==> config.mk <==
export PLATFORM = sky130hd
export DESIGN_NAME = dcp_top
export DESIGN_NICKNAME = d
export VERILOG_FILES = /design/src/hw/dcp_cmd_pkg.sv /design/src/hw/dcp_cpu_pkg.sv /design/src/hw/dcp_scan.sv /design/src/hw/dcp_print.sv /design/src/hw/dcp_ctrl.sv /design/src/hw/dcp_cmd_mem.sv /design/src/hw/dcp_cmd_step.sv /design/src/hw/dcp_top.sv
export SDC_FILE = /design/constraint.sdc
export NUM_CORES = 1
export LEC_CHECK = 0
export ABC_AREA = 1
export CORE_ASPECT_RATIO = 1.5
export CORE_MARGIN = 8
export CORE_UTILIZATION = 57
export CTS_CLUSTER_SIZE = 40
export DETAILED_ROUTE_END_ITERATION = 10
export DONT_BUFFER_PORTS = 1
export HOLD_SLACK_MARGIN = 0.08
export PLACE_DENSITY = 0.76
export SLEW_MARGIN = 15
export SYNTH_ARGS = -nofsm -noshare
export SYNTH_HDL_FRONTEND = slang
export SYNTH_SLANG_ARGS = --single-unit
==> constraint.sdc <==
create_clock -name clk -period 4.4 [get_ports clk]
set_input_delay 0.44 -clock clk [delete_from_list [all_inputs] [get_ports clk]]
set_output_delay 0.44 -clock clk [all_outputs]
set_load 0.01 [all_outputs]
==> src/hw/dcp_cmd_pkg.sv <==
package dcp_cmd_pkg;

    // command letters as they arrive on the byte stream
    typedef enum logic [7:0] {
        CMD_D = 8'h44,
        CMD_I = 8'h49,
        CMD_P = 8'h50,
        CMD_R = 8'h52,
        CMD_T = 8'h54
    } cmd_e;

    typedef enum logic [1:0] {
        IDLE,
        GET_CMD,
        RUN,
        REJECT
    } ctrl_state_e;

    typedef enum logic {SCAN_CHAR, SCAN_WORD} scan_kind_e;
    typedef enum logic {PRINT_CHAR, PRINT_WORD} print_kind_e;

    typedef struct packed {
        logic       req;
        scan_kind_e kind;
    } rx_req_t;

    typedef struct packed {
        logic        ack;
        logic        err;   // bad or missing hex digit
        logic [31:0] data;
    } rx_rsp_t;

    typedef struct packed {
        logic        req;
        print_kind_e kind;
        logic [31:0] data;
    } tx_req_t;

    localparam logic [7:0] CHR_NL = 8'h0A;
    localparam logic [7:0] CHR_SP = 8'h20;
    localparam logic [7:0] CHR_QM = 8'h3F;

    localparam int HEX_DIGITS = 8;   // nibbles per word

endpackage

==> src/hw/dcp_cpu_pkg.sv <==
package dcp_cpu_pkg;

    // which memory a read command looks at
    typedef enum logic [1:0] {
        SPACE_DM,
        SPACE_IM,
        SPACE_RF
    } mem_space_e;

    // processor state visible to the panel
    typedef struct packed {
        logic [31:0] pc;
        logic [31:0] ir;
    } cpu_view_t;

    // read words for the current addr, one per space
    typedef struct packed {
        logic [31:0] dm;
        logic [31:0] im;
        logic [31:0] rf;
    } mem_rd_t;

endpackage

==> src/hw/dcp_scan.sv <==
module dcp_scan (
    input  logic                 clk,
    input  logic                 rstn,
    input  logic [7:0]           d_rx,
    input  logic                 vld_rx,
    output logic                 rdy_rx,
    input  dcp_cmd_pkg::rx_req_t rx_req,
    output dcp_cmd_pkg::rx_rsp_t rx_rsp
);
    import dcp_cmd_pkg::*;

    typedef enum logic [1:0] {SC_SKIP, SC_WORD, SC_BAD} scan_state_e;

    scan_state_e state;
    logic [31:0] acc;
    logic        xfer;
    logic        word_xfer;
    logic        is_hex;
    logic [3:0]  nib;
    logic        is_delim;
    logic        lead_sp;

    assign rdy_rx    = rx_req.req;
    assign xfer      = vld_rx && rx_req.req;
    assign word_xfer = xfer && (rx_req.kind == SCAN_WORD);
    assign is_delim  = (d_rx == CHR_SP) || (d_rx == CHR_NL);
    assign lead_sp   = (state == SC_SKIP) && (d_rx == CHR_SP);

    // ascii to nibble
    always_comb begin
        is_hex = 1'b1;
        nib    = d_rx[3:0];
        if ((d_rx >= 8'h41 && d_rx <= 8'h46) || (d_rx >= 8'h61 && d_rx <= 8'h66))
            nib = d_rx[3:0] + 4'd9;   // 'A' and 'a' end in 1
        else if (d_rx < 8'h30 || d_rx > 8'h39)
            is_hex = 1'b0;
    end

    always_comb begin
        rx_rsp = '0;
        if (xfer) begin
            if (rx_req.kind == SCAN_CHAR) begin
                rx_rsp.ack  = 1'b1;
                rx_rsp.data = {24'h0, d_rx};
            end else if (is_delim && !lead_sp) begin
                rx_rsp.ack = 1'b1;
                if (state == SC_WORD)
                    rx_rsp.data = acc;
                else
                    rx_rsp.err = 1'b1;   // empty or poisoned word
            end
        end
    end

    always_ff @(posedge clk or negedge rstn) begin
        if (!rstn) begin
            state <= SC_SKIP;
        end else if (rx_rsp.ack) begin
            state <= SC_SKIP;
        end else if (word_xfer) begin
            case (state)
                SC_SKIP: begin
                    if (is_hex)
                        state <= SC_WORD;
                    else if (d_rx != CHR_SP)
                        state <= SC_BAD;
                end
                SC_WORD: if (!is_hex) state <= SC_BAD;
                default: state <= SC_BAD;   // swallow up to the delimiter
            endcase
        end
    end

    always_ff @(posedge clk) begin
        if (word_xfer && is_hex)
            acc <= (state == SC_SKIP) ? {28'h0, nib} : {acc[27:0], nib};
    end

endmodule

==> src/hw/dcp_print.sv <==
module dcp_print (
    input  logic                 clk,
    input  logic                 rstn,
    output logic [7:0]           d_tx,
    output logic                 vld_tx,
    input  logic                 rdy_tx,
    input  dcp_cmd_pkg::tx_req_t tx_req,
    output logic                 tx_ack
);
    import dcp_cmd_pkg::*;

    logic        busy;
    print_kind_e kind;
    logic [31:0] sreg;
    logic [3:0]  cnt;   // digits already sent
    logic        last;
    logic        xfer;

    function automatic logic [7:0] hex_char(input logic [3:0] n);
        if (n < 4'd10)
            return 8'h30 + {4'h0, n};
        return 8'h37 + {4'h0, n};   // 'A' - 10
    endfunction

    assign vld_tx = busy;
    assign xfer   = busy && rdy_tx;
    assign last   = (kind == PRINT_CHAR) || (cnt == 4'(HEX_DIGITS));
    assign tx_ack = xfer && last;

    always_comb begin
        if (kind == PRINT_CHAR)
            d_tx = sreg[7:0];
        else if (cnt == 4'(HEX_DIGITS))
            d_tx = CHR_NL;
        else
            d_tx = hex_char(sreg[31:28]);
    end

    always_ff @(posedge clk or negedge rstn) begin
        if (!rstn) begin
            busy <= 1'b0;
            cnt  <= 4'd0;
        end else if (!busy) begin
            if (tx_req.req) begin
                busy <= 1'b1;
                cnt  <= 4'd0;
            end
        end else if (xfer) begin
            if (last)
                busy <= 1'b0;
            else
                cnt <= cnt + 4'd1;
        end
    end

    // msb nibble goes first
    always_ff @(posedge clk) begin
        if (!busy && tx_req.req) begin
            sreg <= tx_req.data;
            kind <= tx_req.kind;
        end else if (xfer) begin
            sreg <= {sreg[27:0], 4'h0};
        end
    end

endmodule

==> src/hw/dcp_ctrl.sv <==
module dcp_ctrl (
    input  logic                    clk,
    input  logic                    rstn,
    input  dcp_cmd_pkg::rx_rsp_t    rx_rsp,
    output dcp_cmd_pkg::rx_req_t    rx_req,
    input  logic                    tx_ack,
    output dcp_cmd_pkg::tx_req_t    tx_req,
    output logic                    mem_start,
    output logic                    step_start,
    output logic                    step,
    output dcp_cpu_pkg::mem_space_e space,
    input  logic                    mem_done,
    input  logic                    step_done,
    input  dcp_cmd_pkg::rx_req_t    mem_rx_req,
    input  dcp_cmd_pkg::tx_req_t    mem_tx_req,
    input  dcp_cmd_pkg::tx_req_t    step_tx_req
);
    import dcp_cmd_pkg::*;
    import dcp_cpu_pkg::*;

    ctrl_state_e state;
    cmd_e        cmd;
    logic        sel_mem;   // memory handler owns the links
    logic        rej_nl;
    logic        blank;
    logic        got_cmd;

    assign cmd     = cmd_e'(rx_rsp.data[7:0]);
    assign blank   = (rx_rsp.data[7:0] == CHR_SP) || (rx_rsp.data[7:0] == CHR_NL);
    assign got_cmd = (state == GET_CMD) && rx_rsp.ack && !blank;

    always_ff @(posedge clk or negedge rstn) begin
        if (!rstn) begin
            state      <= IDLE;
            sel_mem    <= 1'b0;
            rej_nl     <= 1'b0;
            mem_start  <= 1'b0;
            step_start <= 1'b0;
        end else begin
            mem_start  <= 1'b0;
            step_start <= 1'b0;
            case (state)
                IDLE: state <= GET_CMD;
                GET_CMD: begin
                    if (got_cmd) begin
                        case (cmd)
                            CMD_D, CMD_I, CMD_R: begin
                                sel_mem   <= 1'b1;
                                mem_start <= 1'b1;
                                state     <= RUN;
                            end
                            CMD_P, CMD_T: begin
                                sel_mem    <= 1'b0;
                                step_start <= 1'b1;
                                state      <= RUN;
                            end
                            default: state <= REJECT;
                        endcase
                    end
                end
                RUN: if (sel_mem ? mem_done : step_done) state <= IDLE;
                REJECT: begin
                    if (tx_ack) begin
                        rej_nl <= !rej_nl;
                        if (rej_nl)
                            state <= IDLE;
                    end
                end
                default: state <= IDLE;
            endcase
        end
    end

    // held for the whole command
    always_ff @(posedge clk) begin
        if (got_cmd) begin
            step <= (cmd == CMD_T);
            case (cmd)
                CMD_I:   space <= SPACE_IM;
                CMD_R:   space <= SPACE_RF;
                default: space <= SPACE_DM;
            endcase
        end
    end

    always_comb begin
        rx_req = '0;
        tx_req = '0;
        case (state)
            GET_CMD: begin
                rx_req.req  = 1'b1;
                rx_req.kind = SCAN_CHAR;
            end
            RUN: begin
                if (sel_mem) begin
                    rx_req = mem_rx_req;
                    tx_req = mem_tx_req;
                end else begin
                    tx_req = step_tx_req;
                end
            end
            REJECT: begin
                tx_req.req  = 1'b1;
                tx_req.kind = PRINT_CHAR;
                tx_req.data = {24'h0, rej_nl ? CHR_NL : CHR_QM};
            end
            default: ;
        endcase
    end

endmodule

==> src/hw/dcp_cmd_mem.sv <==
module dcp_cmd_mem (
    input  logic                    clk,
    input  logic                    rstn,
    input  logic                    start,
    input  dcp_cpu_pkg::mem_space_e space,
    output logic                    done,
    output dcp_cmd_pkg::rx_req_t    rx_req,
    input  dcp_cmd_pkg::rx_rsp_t    rx_rsp,
    output dcp_cmd_pkg::tx_req_t    tx_req,
    input  logic                    tx_ack,
    output logic [31:0]             addr,
    input  dcp_cpu_pkg::mem_rd_t    mem
);
    import dcp_cmd_pkg::*;
    import dcp_cpu_pkg::*;

    typedef enum logic [2:0] {M_IDLE, M_SCAN, M_READ, M_PRINT, M_QM, M_NL} mem_state_e;

    mem_state_e  state;
    logic [31:0] rd_word;
    logic [31:0] word;

    always_comb begin
        case (space)
            SPACE_IM: rd_word = mem.im;
            SPACE_RF: rd_word = mem.rf;
            default:  rd_word = mem.dm;
        endcase
    end

    always_ff @(posedge clk or negedge rstn) begin
        if (!rstn) begin
            state <= M_IDLE;
            addr  <= 32'h0;
            done  <= 1'b0;
        end else begin
            done <= 1'b0;
            case (state)
                M_IDLE: if (start) state <= M_SCAN;
                M_SCAN: begin
                    if (rx_rsp.ack) begin
                        if (rx_rsp.err) begin
                            state <= M_QM;
                        end else begin
                            addr  <= rx_rsp.data;
                            state <= M_READ;
                        end
                    end
                end
                M_READ:  state <= M_PRINT;   // read word lands this cycle
                M_QM:    if (tx_ack) state <= M_NL;
                default: begin
                    if (tx_ack) begin
                        done  <= 1'b1;
                        state <= M_IDLE;
                    end
                end
            endcase
        end
    end

    always_ff @(posedge clk) begin
        if (state == M_READ)
            word <= rd_word;
    end

    always_comb begin
        rx_req.req  = (state == M_SCAN);
        rx_req.kind = SCAN_WORD;
        tx_req      = '0;
        case (state)
            M_PRINT: tx_req = '{req: 1'b1, kind: PRINT_WORD, data: word};
            M_QM:    tx_req = '{req: 1'b1, kind: PRINT_CHAR, data: {24'h0, CHR_QM}};
            M_NL:    tx_req = '{req: 1'b1, kind: PRINT_CHAR, data: {24'h0, CHR_NL}};
            default: ;
        endcase
    end

endmodule

==> src/hw/dcp_cmd_step.sv <==
module dcp_cmd_step (
    input  logic                   clk,
    input  logic                   rstn,
    input  logic                   start,
    input  logic                   step,
    output logic                   done,
    output dcp_cmd_pkg::tx_req_t   tx_req,
    input  logic                   tx_ack,
    output logic                   clk_cpu,
    input  dcp_cpu_pkg::cpu_view_t cpu
);
    import dcp_cmd_pkg::*;

    typedef enum logic [2:0] {ST_IDLE, ST_PULSE, ST_SETTLE, ST_PC, ST_IR} step_state_e;

    step_state_e state;
    logic        settle;   // second cycle after the falling edge
    logic        grab;
    logic [31:0] pc_q;
    logic [31:0] ir_q;

    assign grab = ((state == ST_IDLE) && start && !step) || ((state == ST_SETTLE) && settle);

    always_ff @(posedge clk or negedge rstn) begin
        if (!rstn) begin
            state   <= ST_IDLE;
            clk_cpu <= 1'b0;
            settle  <= 1'b0;
            done    <= 1'b0;
        end else begin
            done <= 1'b0;
            case (state)
                ST_IDLE: begin
                    if (start) begin
                        clk_cpu <= step;
                        state   <= step ? ST_PULSE : ST_PC;
                    end
                end
                ST_PULSE: begin
                    clk_cpu <= 1'b0;   // one clk cycle high
                    settle  <= 1'b0;
                    state   <= ST_SETTLE;
                end
                ST_SETTLE: begin
                    settle <= 1'b1;
                    if (settle)
                        state <= ST_PC;
                end
                ST_PC: begin
                    if (tx_ack) begin
                        done  <= step;
                        state <= step ? ST_IDLE : ST_IR;
                    end
                end
                default: begin
                    if (tx_ack) begin
                        done  <= 1'b1;
                        state <= ST_IDLE;
                    end
                end
            endcase
        end
    end

    always_ff @(posedge clk) begin
        if (grab) begin
            pc_q <= cpu.pc;
            ir_q <= cpu.ir;
        end
    end

    always_comb begin
        tx_req      = '0;
        tx_req.kind = PRINT_WORD;
        if (state == ST_PC) begin
            tx_req.req  = 1'b1;
            tx_req.data = pc_q;
        end else if (state == ST_IR) begin
            tx_req.req  = 1'b1;
            tx_req.data = ir_q;
        end
    end

endmodule

==> src/hw/dcp_top.sv <==
module dcp_top (
    input  logic                   clk,
    input  logic                   rstn,
    input  logic [7:0]             d_rx,
    input  logic                   vld_rx,
    output logic                   rdy_rx,
    output logic [7:0]             d_tx,
    output logic                   vld_tx,
    input  logic                   rdy_tx,
    input  dcp_cpu_pkg::cpu_view_t cpu,
    input  dcp_cpu_pkg::mem_rd_t   mem,
    output logic [31:0]            addr,
    output logic                   clk_cpu
);
    import dcp_cmd_pkg::*;
    import dcp_cpu_pkg::*;

    rx_req_t    rx_req;
    rx_req_t    mem_rx_req;
    rx_rsp_t    rx_rsp;
    tx_req_t    tx_req;
    tx_req_t    mem_tx_req;
    tx_req_t    step_tx_req;
    logic       tx_ack;
    logic       mem_start;
    logic       mem_done;
    logic       step_start;
    logic       step_done;
    logic       step;
    mem_space_e space;

    dcp_scan scan0 (.clk(clk), .rstn(rstn), .d_rx(d_rx), .vld_rx(vld_rx), .rdy_rx(rdy_rx),
        .rx_req(rx_req), .rx_rsp(rx_rsp));

    dcp_print print0 (.clk(clk), .rstn(rstn), .d_tx(d_tx), .vld_tx(vld_tx), .rdy_tx(rdy_tx),
        .tx_req(tx_req), .tx_ack(tx_ack));

    dcp_ctrl ctrl0 (.clk(clk), .rstn(rstn), .rx_rsp(rx_rsp), .rx_req(rx_req),
        .tx_ack(tx_ack), .tx_req(tx_req), .mem_start(mem_start), .step_start(step_start),
        .step(step), .space(space), .mem_done(mem_done), .step_done(step_done),
        .mem_rx_req(mem_rx_req), .mem_tx_req(mem_tx_req), .step_tx_req(step_tx_req));

    // D, I and R
    dcp_cmd_mem mem0 (.clk(clk), .rstn(rstn), .start(mem_start), .space(space),
        .done(mem_done), .rx_req(mem_rx_req), .rx_rsp(rx_rsp), .tx_req(mem_tx_req),
        .tx_ack(tx_ack), .addr(addr), .mem(mem));

    // P and T
    dcp_cmd_step step0 (.clk(clk), .rstn(rstn), .start(step_start), .step(step),
        .done(step_done), .tx_req(step_tx_req), .tx_ack(tx_ack), .clk_cpu(clk_cpu),
        .cpu(cpu));

endmodule

==> flow_summary.json, run 1 <==
{
  "rows": 59,
  "portBuffers": 0,
  "multi_input_area_um2": 3280,
  "slew_headroom_pct": 21.7,
  "root_buffer": "clkbuf_16",
  "finalCritPeriodShare_pct": 66.8,
  "placed_cell_area_um2": 10300,
  "async_reset_ff_share_pct": 25.1,
  "tightest_slew_ns": 1.17,
  "drt_pass1_iterations": 5,
  "io_pins": 215,
  "fin_area_um2": 11700,
  "synth-seq-cells": 219,
  "crit_required_ns": 4.81,
  "die-width_um": 125,
  "antenna_cells": 0,
  "ys_warn_count": 0,
  "clockBufferDepth": 3,
  "internal-power_mw": 4.52,
  "combPwrFrac_pct": 26.5,
  "antenna_found_initial": 1,
  "path_clk_slew_ns": 0.06,
  "drcViolationCount": 0,
  "p_seq_share_pct": 45.8,
  "grt_pass1_wl_um": 39600,
  "seq_area_um2": 6300,
  "grt_pass1_vias": 7355,
  "setup_tns_ns": 0,
  "critPathArrivalTime_ns": 3.34,
  "drt-total-wl_um": 26200,
  "synth_top_cell_area_share_pct": 48.7,
  "vdd_ir_drop_max_mv": 0.492,
  "synth.avg_cell_area_um2": 10.6,
  "critPathCaptureType": "register",
  "cpPeakStageDelay_ns": 0.53,
  "netlist_area_um2": 10100,
  "die_h_um": 179,
  "cts_tree": "built",
  "fin_cells": 1240,
  "antenna_left": 0,
  "ys_types": 51,
  "synth-main-ff-cell": "edfxtp_1",
  "synth_area_leaders": "edfxtp_1, dfrtp_1, nand2_1",
  "clk_latency_ns": 0.52,
  "viasPerCell": 5.89,
  "status": "completed",
  "post_cts_buffers": 0,
  "grt_setup_unrepaired": "no",
  "finalSetupViolCount": 0,
  "cts_buffers": 22,
  "p_clk_share_pct": 27.7,
  "finalCriticalPeriod_ns": 2.94,
  "drv_slew": 0,
  "synth-edff-count": 164,
  "cts_resized": 0,
  "final_hold_viol_count": 0,
  "start_util_pct": 58.2,
  "clock-skew-final_ns": 0.0341,
  "cp_cell_sequence": "inv_1, ha_1, nand2_4, clkinv_4, nand3_1, nand2_1, nand2_1, nor2_4, inv_2, nor3_4, nand2_1, o31ai_1",
  "ys_seq_area_share_pct": 62.4,
  "grt_use_total_pct": 22.4,
  "cpMostUsedCell": "nand2_1",
  "maxCapViolCount": 0,
  "cp_max_fo": 20,
  "grt_remaining_overflow": 0,
  "leakage_nw": 4.53,
  "grt_max_degree": 65,
  "hpwlAfterDp_um": 18200,
  "syn_inst": 955,
  "holdWs_ns": 0.167,
  "synth_fp_nets": 1140,
  "cts.sink_count": 219,
  "h-tree-depth": 1,
  "drtIter0Drc": 566,
  "vias": 7303,
  "fillCellCount": 1246,
  "drive_gt1_share_pct": 9.25,
  "switching_share_pct": 33.4,
  "powerDensity_nw_per_um2": 580,
  "power_switching_mw": 2.26,
  "nets": 1196,
  "area_growth_pct": 15.8,
  "synth_area_leader_cell": "edfxtp_1",
  "path_class": "reg -> reg",
  "hold_path.class": "in -> reg",
  "cp_top_family": "simple AND/OR/NAND/NOR gates",
  "crit_buf_inv": 3,
  "gp_congestion": 0.881,
  "core_um2": 17300,
  "fmax_ghz": 0.340,
  "placed_cells": 1134,
  "drt-wirelength-per-cell_um": 21.1,
  "slowest_stage": "nand2_1",
  "critPathLaunchType": "register",
  "die_area_um2": 22300
}
[cell usage in the layout, fill, tap and decap left out, types with 3 or more instances in the layout]
cell type and n:
clkbuf_16 23, nand2_2 4, o21ai_0 51, edfxtp_1 164
o22ai_1 3, a21oi_1 86, o31ai_1 37, a221oi_1 30
nand3_1 25, ha_1 13, o31ai_2 10, inv_2 5
buf_4 13, nor2_2 7, nor2_4 4, nand2_1 171
dfrtp_1 55, nor3_1 7, a211o_1 4, nor2_1 99
clkbuf_1 8, dlygate4sd3_1 65, o21ai_1 9, inv_1 85
nor3_4 3, a21oi_2 3
[kinds of logic after synthesis]
| family | synth area share, % |
|---|---|
| flops | 62.4 |
| xor+xnor | 0.173 |
| fa+ha+maj | 1.61 |
| simple gates | 14.1 |
| buf+inv | 5.56 |
| mux | 0.111 |
| compound gates | 16.1 |
[metal layers]
layer | part of all wire (%) | GRT usage (%) | vias up
met5 | 0.050 | 0 | -
met4 | 2.3 | 6.50 | 2
met3 | 7.4 | 5.06 | 42
met2 | 54 | 41.9 | 274
met1 | 36 | 25.0 | 3506
li1 | - | - | 3479
[area by class of cell]
| type | count | share of cell area, % |
|---|---|---|
| repair buffers | 79 | 6.63 |
| inverters | 92 | 2.99 |
| flip-flops and latches | 219 | 53.8 |
| multi-input cells | 597 | 28.0 |
| clock inverters | 7 | 0.834 |
| clock buffers | 33 | 5.41 |
| well taps | 213 | 2.28 |
[power groups by stage]
| stage | logic, mW | registers (mW) | clock network (mW) |
|---|---|---|---|
| after floorplan | 1.30 | 3.08 | 0 |
| after global placement | 1.70 | 3.14 | 0 |
| after detailed placement | 1.74 | 3.15 | 0 |
| after CTS | 1.81 | 3.11 | 1.91 |
| after global routing | 2.01 | 3.15 | 1.98 |
| final | 1.80 | 3.11 | 1.88 |
[timing repair]
item,in CTS,in global routing
hold buffers,66,0
endpoints found under the hold margin,119,0
setup endpoints to repair,0,0
[registers in the layout (all words and copies together) (netlist names), 4 cells and up]
signal       count
mem0.addr       32
mem0.word       32
print0.sreg     32
scan0.acc       32
step0.ir_q      32
step0.pc_q      32
print0.cnt       4
[synth_stat cells (2+ instances only)]
cell type / number
nand2_1: 171
edfxtp_1: 164
nor2_1: 102
a21oi_1: 86
inv_1: 85
dfrtp_1: 55
o21ai_0: 51
o31ai_1: 37
clkbuf_1: 33
a221oi_1: 30
nand3_1: 25
ha_1: 13
buf_2: 10
o31ai_2: 10
o21ai_1: 9
nor3_1: 8
inv_2: 5
nor2_2: 5
a211o_1: 4
nand2_2: 4
o22ai_1: 4
a21oi_2: 3
nor2_4: 3
a211oi_1: 2
a221o_1: 2
a31oi_1: 2
buf_4: 2
buf_6: 2
nand2_4: 2
nand3_2: 2
nor3_4: 2
o32ai_1: 2
xor2_1: 2
[worst reg2reg max path, cell delays in order, from the launching register on]
cell,delay (ns)
dfrtp_1,0.41
inv_1,0.07
ha_1,0.21
nand2_4,0.12
clkinv_4,0.10
nand3_1,0.07
nand2_1,0.06
nand2_1,0.10
nor2_4,0.32
inv_2,0.13
nor3_4,0.28
nand2_1,0.53
o31ai_1,0.44
[stage by stage]
| step | utilization [%] | worst slack [ns] | power (mW) |
|---|---|---|---|
| 2_1_floorplan | - | 0.0101 | 4.38 |
| 3_3_place_gp | 59.3 | 1.59 | 4.84 |
| 3_5_place_dp | 59.3 | 1.42 | 4.89 |
| 4_1_cts | 67.5 | 1.44 | 6.83 |
| 5_1_grt | 67.5 | 1.18 | 7.15 |
| 6_report | 67.5 | 1.46 | 6.79 |
[path summary, 6_finish.rpt]
check / from / endpoint / slack (ns) / depth (start not counted)
worst max register to register: ctrl0.state[0]$_DFFE_PN0P_ / mem0.addr[17]$_DFFE_PN0P_ / 1.46 / 12
min in group asynchronous: rstn / mem0.addr[15]$_DFFE_PN0P_ / 0.43 / 2
worst max-delay path: ctrl0.state[0]$_DFFE_PN0P_ / mem0.addr[17]$_DFFE_PN0P_ / 1.46 / 12
worst min-delay path: d_rx[2] / scan0.acc[2]$_DFFE_PP_ / 0.17 / 1
max in group asynchronous: rstn / mem0.addr[2]$_DFFE_PN0P_ / 3.68 / 2
worst min register to register: ctrl0.rej_nl$_DFFE_PN0P_ / ctrl0.rej_nl$_DFFE_PN0P_ / 0.52 / 2
Power figures use the tool's default switching activity.
==> inputs of run 2 (changes only) <==
--- a/config.mk
+++ b/config.mk
@@ -5,7 +5,7 @@
 export SDC_FILE = /design/constraint.sdc
 export NUM_CORES = 1
 export LEC_CHECK = 0
-export ABC_AREA = 1
+export ABC_AREA = 0
 export CORE_ASPECT_RATIO = 1.5
 export CORE_MARGIN = 8
 export CORE_UTILIZATION = 57
==> constraint.sdc (replaced) <==
create_clock -name clk -period 2.6 [get_ports clk]
set_input_delay 0.26 -clock clk [delete_from_list [all_inputs] [get_ports clk]]
set_output_delay 0.26 -clock clk [all_outputs]
set_load 0.01 [all_outputs]
==> run 2 against run 1 <==
Net effect:
- non-clock buffer count rose by 72
- sequential power rose by 77%
- die area fell by 0.39%
- highest routed layer is now met4
- power rose by 77%
- final cell count fell by 1.9%
- clock-buffer cell count fell by 11
- synthesized cell count fell by 8.4%
- wire length rose by 12%
- synthesized area fell by 0.43%
- final area rose by 6.2%
==> flow_summary.json, run 2 <==
{
  "final_hold_viol_count": 0,
  "path_class": "reg -> reg",
  "nets": 1171,
  "critPathLaunchType": "register",
  "grt_setup_unrepaired": "no",
  "grt_pass1_vias": 7989,
  "fmax_ghz": 0.402,
  "hpwlAfterDp_um": 19600,
  "cts_tree": "built",
  "critPathArrivalTime_ns": 2.73,
  "die-width_um": 124,
  "vias": 7645,
  "start_util_pct": 58.0,
  "clk_latency_ns": 0.51,
  "synthMuxAreaShare_pct": 0.821,
  "final_common_cell": "edfxtp_1",
  "synth-seq-cells": 219,
  "slowest_stage": "dfrtp_1",
  "synth_area_leader_cell": "edfxtp_1",
  "drive_gt1_share_pct": 10.8,
  "die_h_um": 179,
  "ys_seq_area_share_pct": 62.6,
  "drv_slew": 0,
  "status": "completed",
  "cts_buffers": 21,
  "post-synth-top-count-cell": "edfxtp_1",
  "drtIter0Drc": 594,
  "fin_cells": 1216,
  "powerDensity_nw_per_um2": 966,
  "final_util_pct": 71.6,
  "ys_types": 71,
  "area_growth_pct": 23.5,
  "critPathCaptureType": "register",
  "rows": 59,
  "drcViolationCount": 0,
  "placed_cells": 1064,
  "cts.sink_count": 219,
  "antenna_left": 0,
  "grt_remaining_overflow": 0,
  "total_power_mw": 12.0,
  "cp_top_family": "buffers and inverters",
  "grt_use_total_pct": 25.5,
  "h-tree-depth": 1,
  "slew_headroom_pct": 64.7,
  "grt_pass1_wl_um": 44500,
  "final_cell_mix": "edfxtp_1, nand2_1, dlygate4sd3_1",
  "tightest_slew_ns": 0.523,
  "gp_congestion": 0.862,
  "finalCriticalPeriod_ns": 2.49,
  "synth_fa_ha_area_share_pct": 1.62,
  "drt-wirelength-per-cell_um": 24.2,
  "finalCritPeriodShare_pct": 95.7,
  "synth_area_leaders": "edfxtp_1, dfrtp_1, o21ai_0",
  "min_path_cells": 2,
  "fillCellCount": 1190,
  "synth-main-ff-cell": "edfxtp_1",
  "synth_top_family_by_area": "compound AO/OA/AOI/OAI gates",
  "finalSetupViolCount": 0,
  "worstRegToRegCells": 5,
  "crit_required_ns": 2.85,
  "hold_end": "mem0.word[13]$_DFFE_PP_",
  "portBuffers": 0,
  "leakage_nw": 4.62,
  "hold_path.class": "in -> reg",
  "drt_pass1_iterations": 7,
  "clock-skew-final_ns": 0.0280,
  "path_clk_slew_ns": 0.07,
  "viasPerCell": 6.29,
  "crit_buf_inv": 3,
  "synth-compound-area-share_pct": 18.7,
  "cpMostUsedCell": "buf_4",
  "cp_max_fo": 36,
  "ys_top_cells_by_count": "edfxtp_1, nand2_1, o21ai_0",
  "r2r_slack_ns": 0.11,
  "holdWs_ns": 0.0898,
  "rr_endpoint": "print0.sreg[29]$_DFFE_PP_",
  "async_reset_ff_share_pct": 25.1,
  "syn_inst": 875,
  "antenna_found_initial": 2,
  "ys_warn_count": 0,
  "synth-edff-count": 164,
  "synth.avg_cell_area_um2": 11.5,
  "root_buffer": "clkbuf_16",
  "synth_top_cell_area_share_pct": 49.0,
  "core_um2": 17300,
  "min_from": "mem[45]",
  "maxCapViolCount": 0,
  "r2r_start": "ctrl0.sel_mem$_DFFE_PN0P_",
  "post_synth_xor_area_fraction_pct": 0.522,
  "netlist_area_um2": 10100,
  "synth_fp_nets": 1060,
  "grt_max_degree": 65,
  "cpPeakStageDelay_ns": 0.46,
  "die_area_um2": 22200,
  "cp_cell_sequence": "buf_4, clkinv_1, buf_4, o21ai_0, o31ai_1",
  "yosys.area_share.simple_pct": 11.8,
  "io_pins": 215,
  "vdd_ir_drop_max_mv": 0.846,
  "clockBufferDepth": 3,
  "drt-total-wl_um": 29400
}
==> run 2: changes by cell type in the layout (fill, tap and decap cells not counted), moves of 27 or more <==
| cell | delta |
|---|---|
| dlygate4sd3_1 | +45 |
| nand2_1 | -34 |
| nor2_1 | -66 |
| o21ai_0 | +54 |
| nor2b_1 | +28 |
| inv_1 | -54 |
| a221o_1 | +27 |
| a22oi_1 | +34 |
| a21oi_1 | -68 |
| a221oi_1 | -27 |
==> run 2: metal layers <==
layer | GRT usage [%] | part of all wire (%) | vias up
met2 | 47.4 | 55 | 358
li1 | - | - | 3488
met5 | 0 | 0 | -
met3 | 5.12 | 7.2 | 74
met4 | 11.8 | 3.9 | 0
met1 | 27.3 | 34 | 3725
==> run 2: worst max-delay path by stage <==
| stage | slack [ns] | depth (start not counted) | to | startpoint |
|---|---|---|---|---|
| after global routing | 0.02 | 11 | ctrl0.state[0]$_DFFE_PN0P_ | ctrl0.state[0]$_DFFE_PN0P_ |
| after floorplan | -0.09 | 4 | step0.ir_q[0]$_DFFE_PP_ | step0.state[1]$_DFFE_PN0P_ |
| final | 0.11 | 5 | print0.sreg[29]$_DFFE_PP_ | ctrl0.sel_mem$_DFFE_PN0P_ |
| after detailed placement | -0.04 | 9 | ctrl0.space[1]$_DFFE_PP_ | ctrl0.state[0]$_DFFE_PN0P_ |
| after global placement | 0.02 | 9 | ctrl0.space[1]$_DFFE_PP_ | ctrl0.state[0]$_DFFE_PN0P_ |
| after CTS | 0.06 | 10 | ctrl0.space[0]$_DFFE_PP_ | ctrl0.state[0]$_DFFE_PN0P_ |
==> run 2: through the flow <==
| step | area [µm²] | TNS [ns] | setup WS [ns] |
|---|---|---|---|
| final | 12400 | 0 | 0.112 |
| after global routing | 12400 | 0 | 0.0185 |
| after CTS | 12400 | 0 | 0.0569 |
| after detailed placement | 10500 | -0.238 | -0.0435 |
| after global placement | 10500 | 0 | 0.0222 |
| after floorplan | 10100 | -5.77 | -0.0901 |
==> run 2: logic make-up (layout without fill, tap and decap cells) <==
family | Yosys count | in the layout
AOI/OAI and AO/OA | 280 | 280
other | 0 | 2
xor gates and xnor gates | 6 | 6
and+or+nand+nor | 255 | 255
muxes | 7 | 7
adders and majority gates | 13 | 13
DFF | 219 | 219
buffers and inverters | 95 | 221
==> run 2: power by group <==
group / leakage (nW) / internal (mW) / switching, mW
Combinational: 2.00 / 1.15 / 1.97
Clock: 0.368 / 1.97 / 1.40
Sequential: 2.26 / 4.96 / 0.557
Total: 4.62 / 8.07 / 3.93
==> run 2: area by class of cell <==
cell class | count | area, µm² | share of cell area (%)
flip-flops and latches | 219 | 6300 | 50.7
multi-input cells | 561 | 3470 | 28.0
repair buffers | 151 | 1500 | 12.1
clock buffers | 22 | 551 | 4.43
well taps | 213 | 267 | 2.14
clock inverters | 16 | 205 | 1.65
inverters | 32 | 120 | 0.967
diodes | 2 | 5.00 | 0.0403
==> run 2: timing repair <==
| action | in CTS | in global routing |
|---|---|---|
| setup buffers | 1 | 0 |
| endpoints found under the setup margin | 3 | 25 |
| hold buffers | 111 | 0 |
| gates resized for setup | 0 | 6 |
| endpoints found under the hold margin | 155 | 0 |
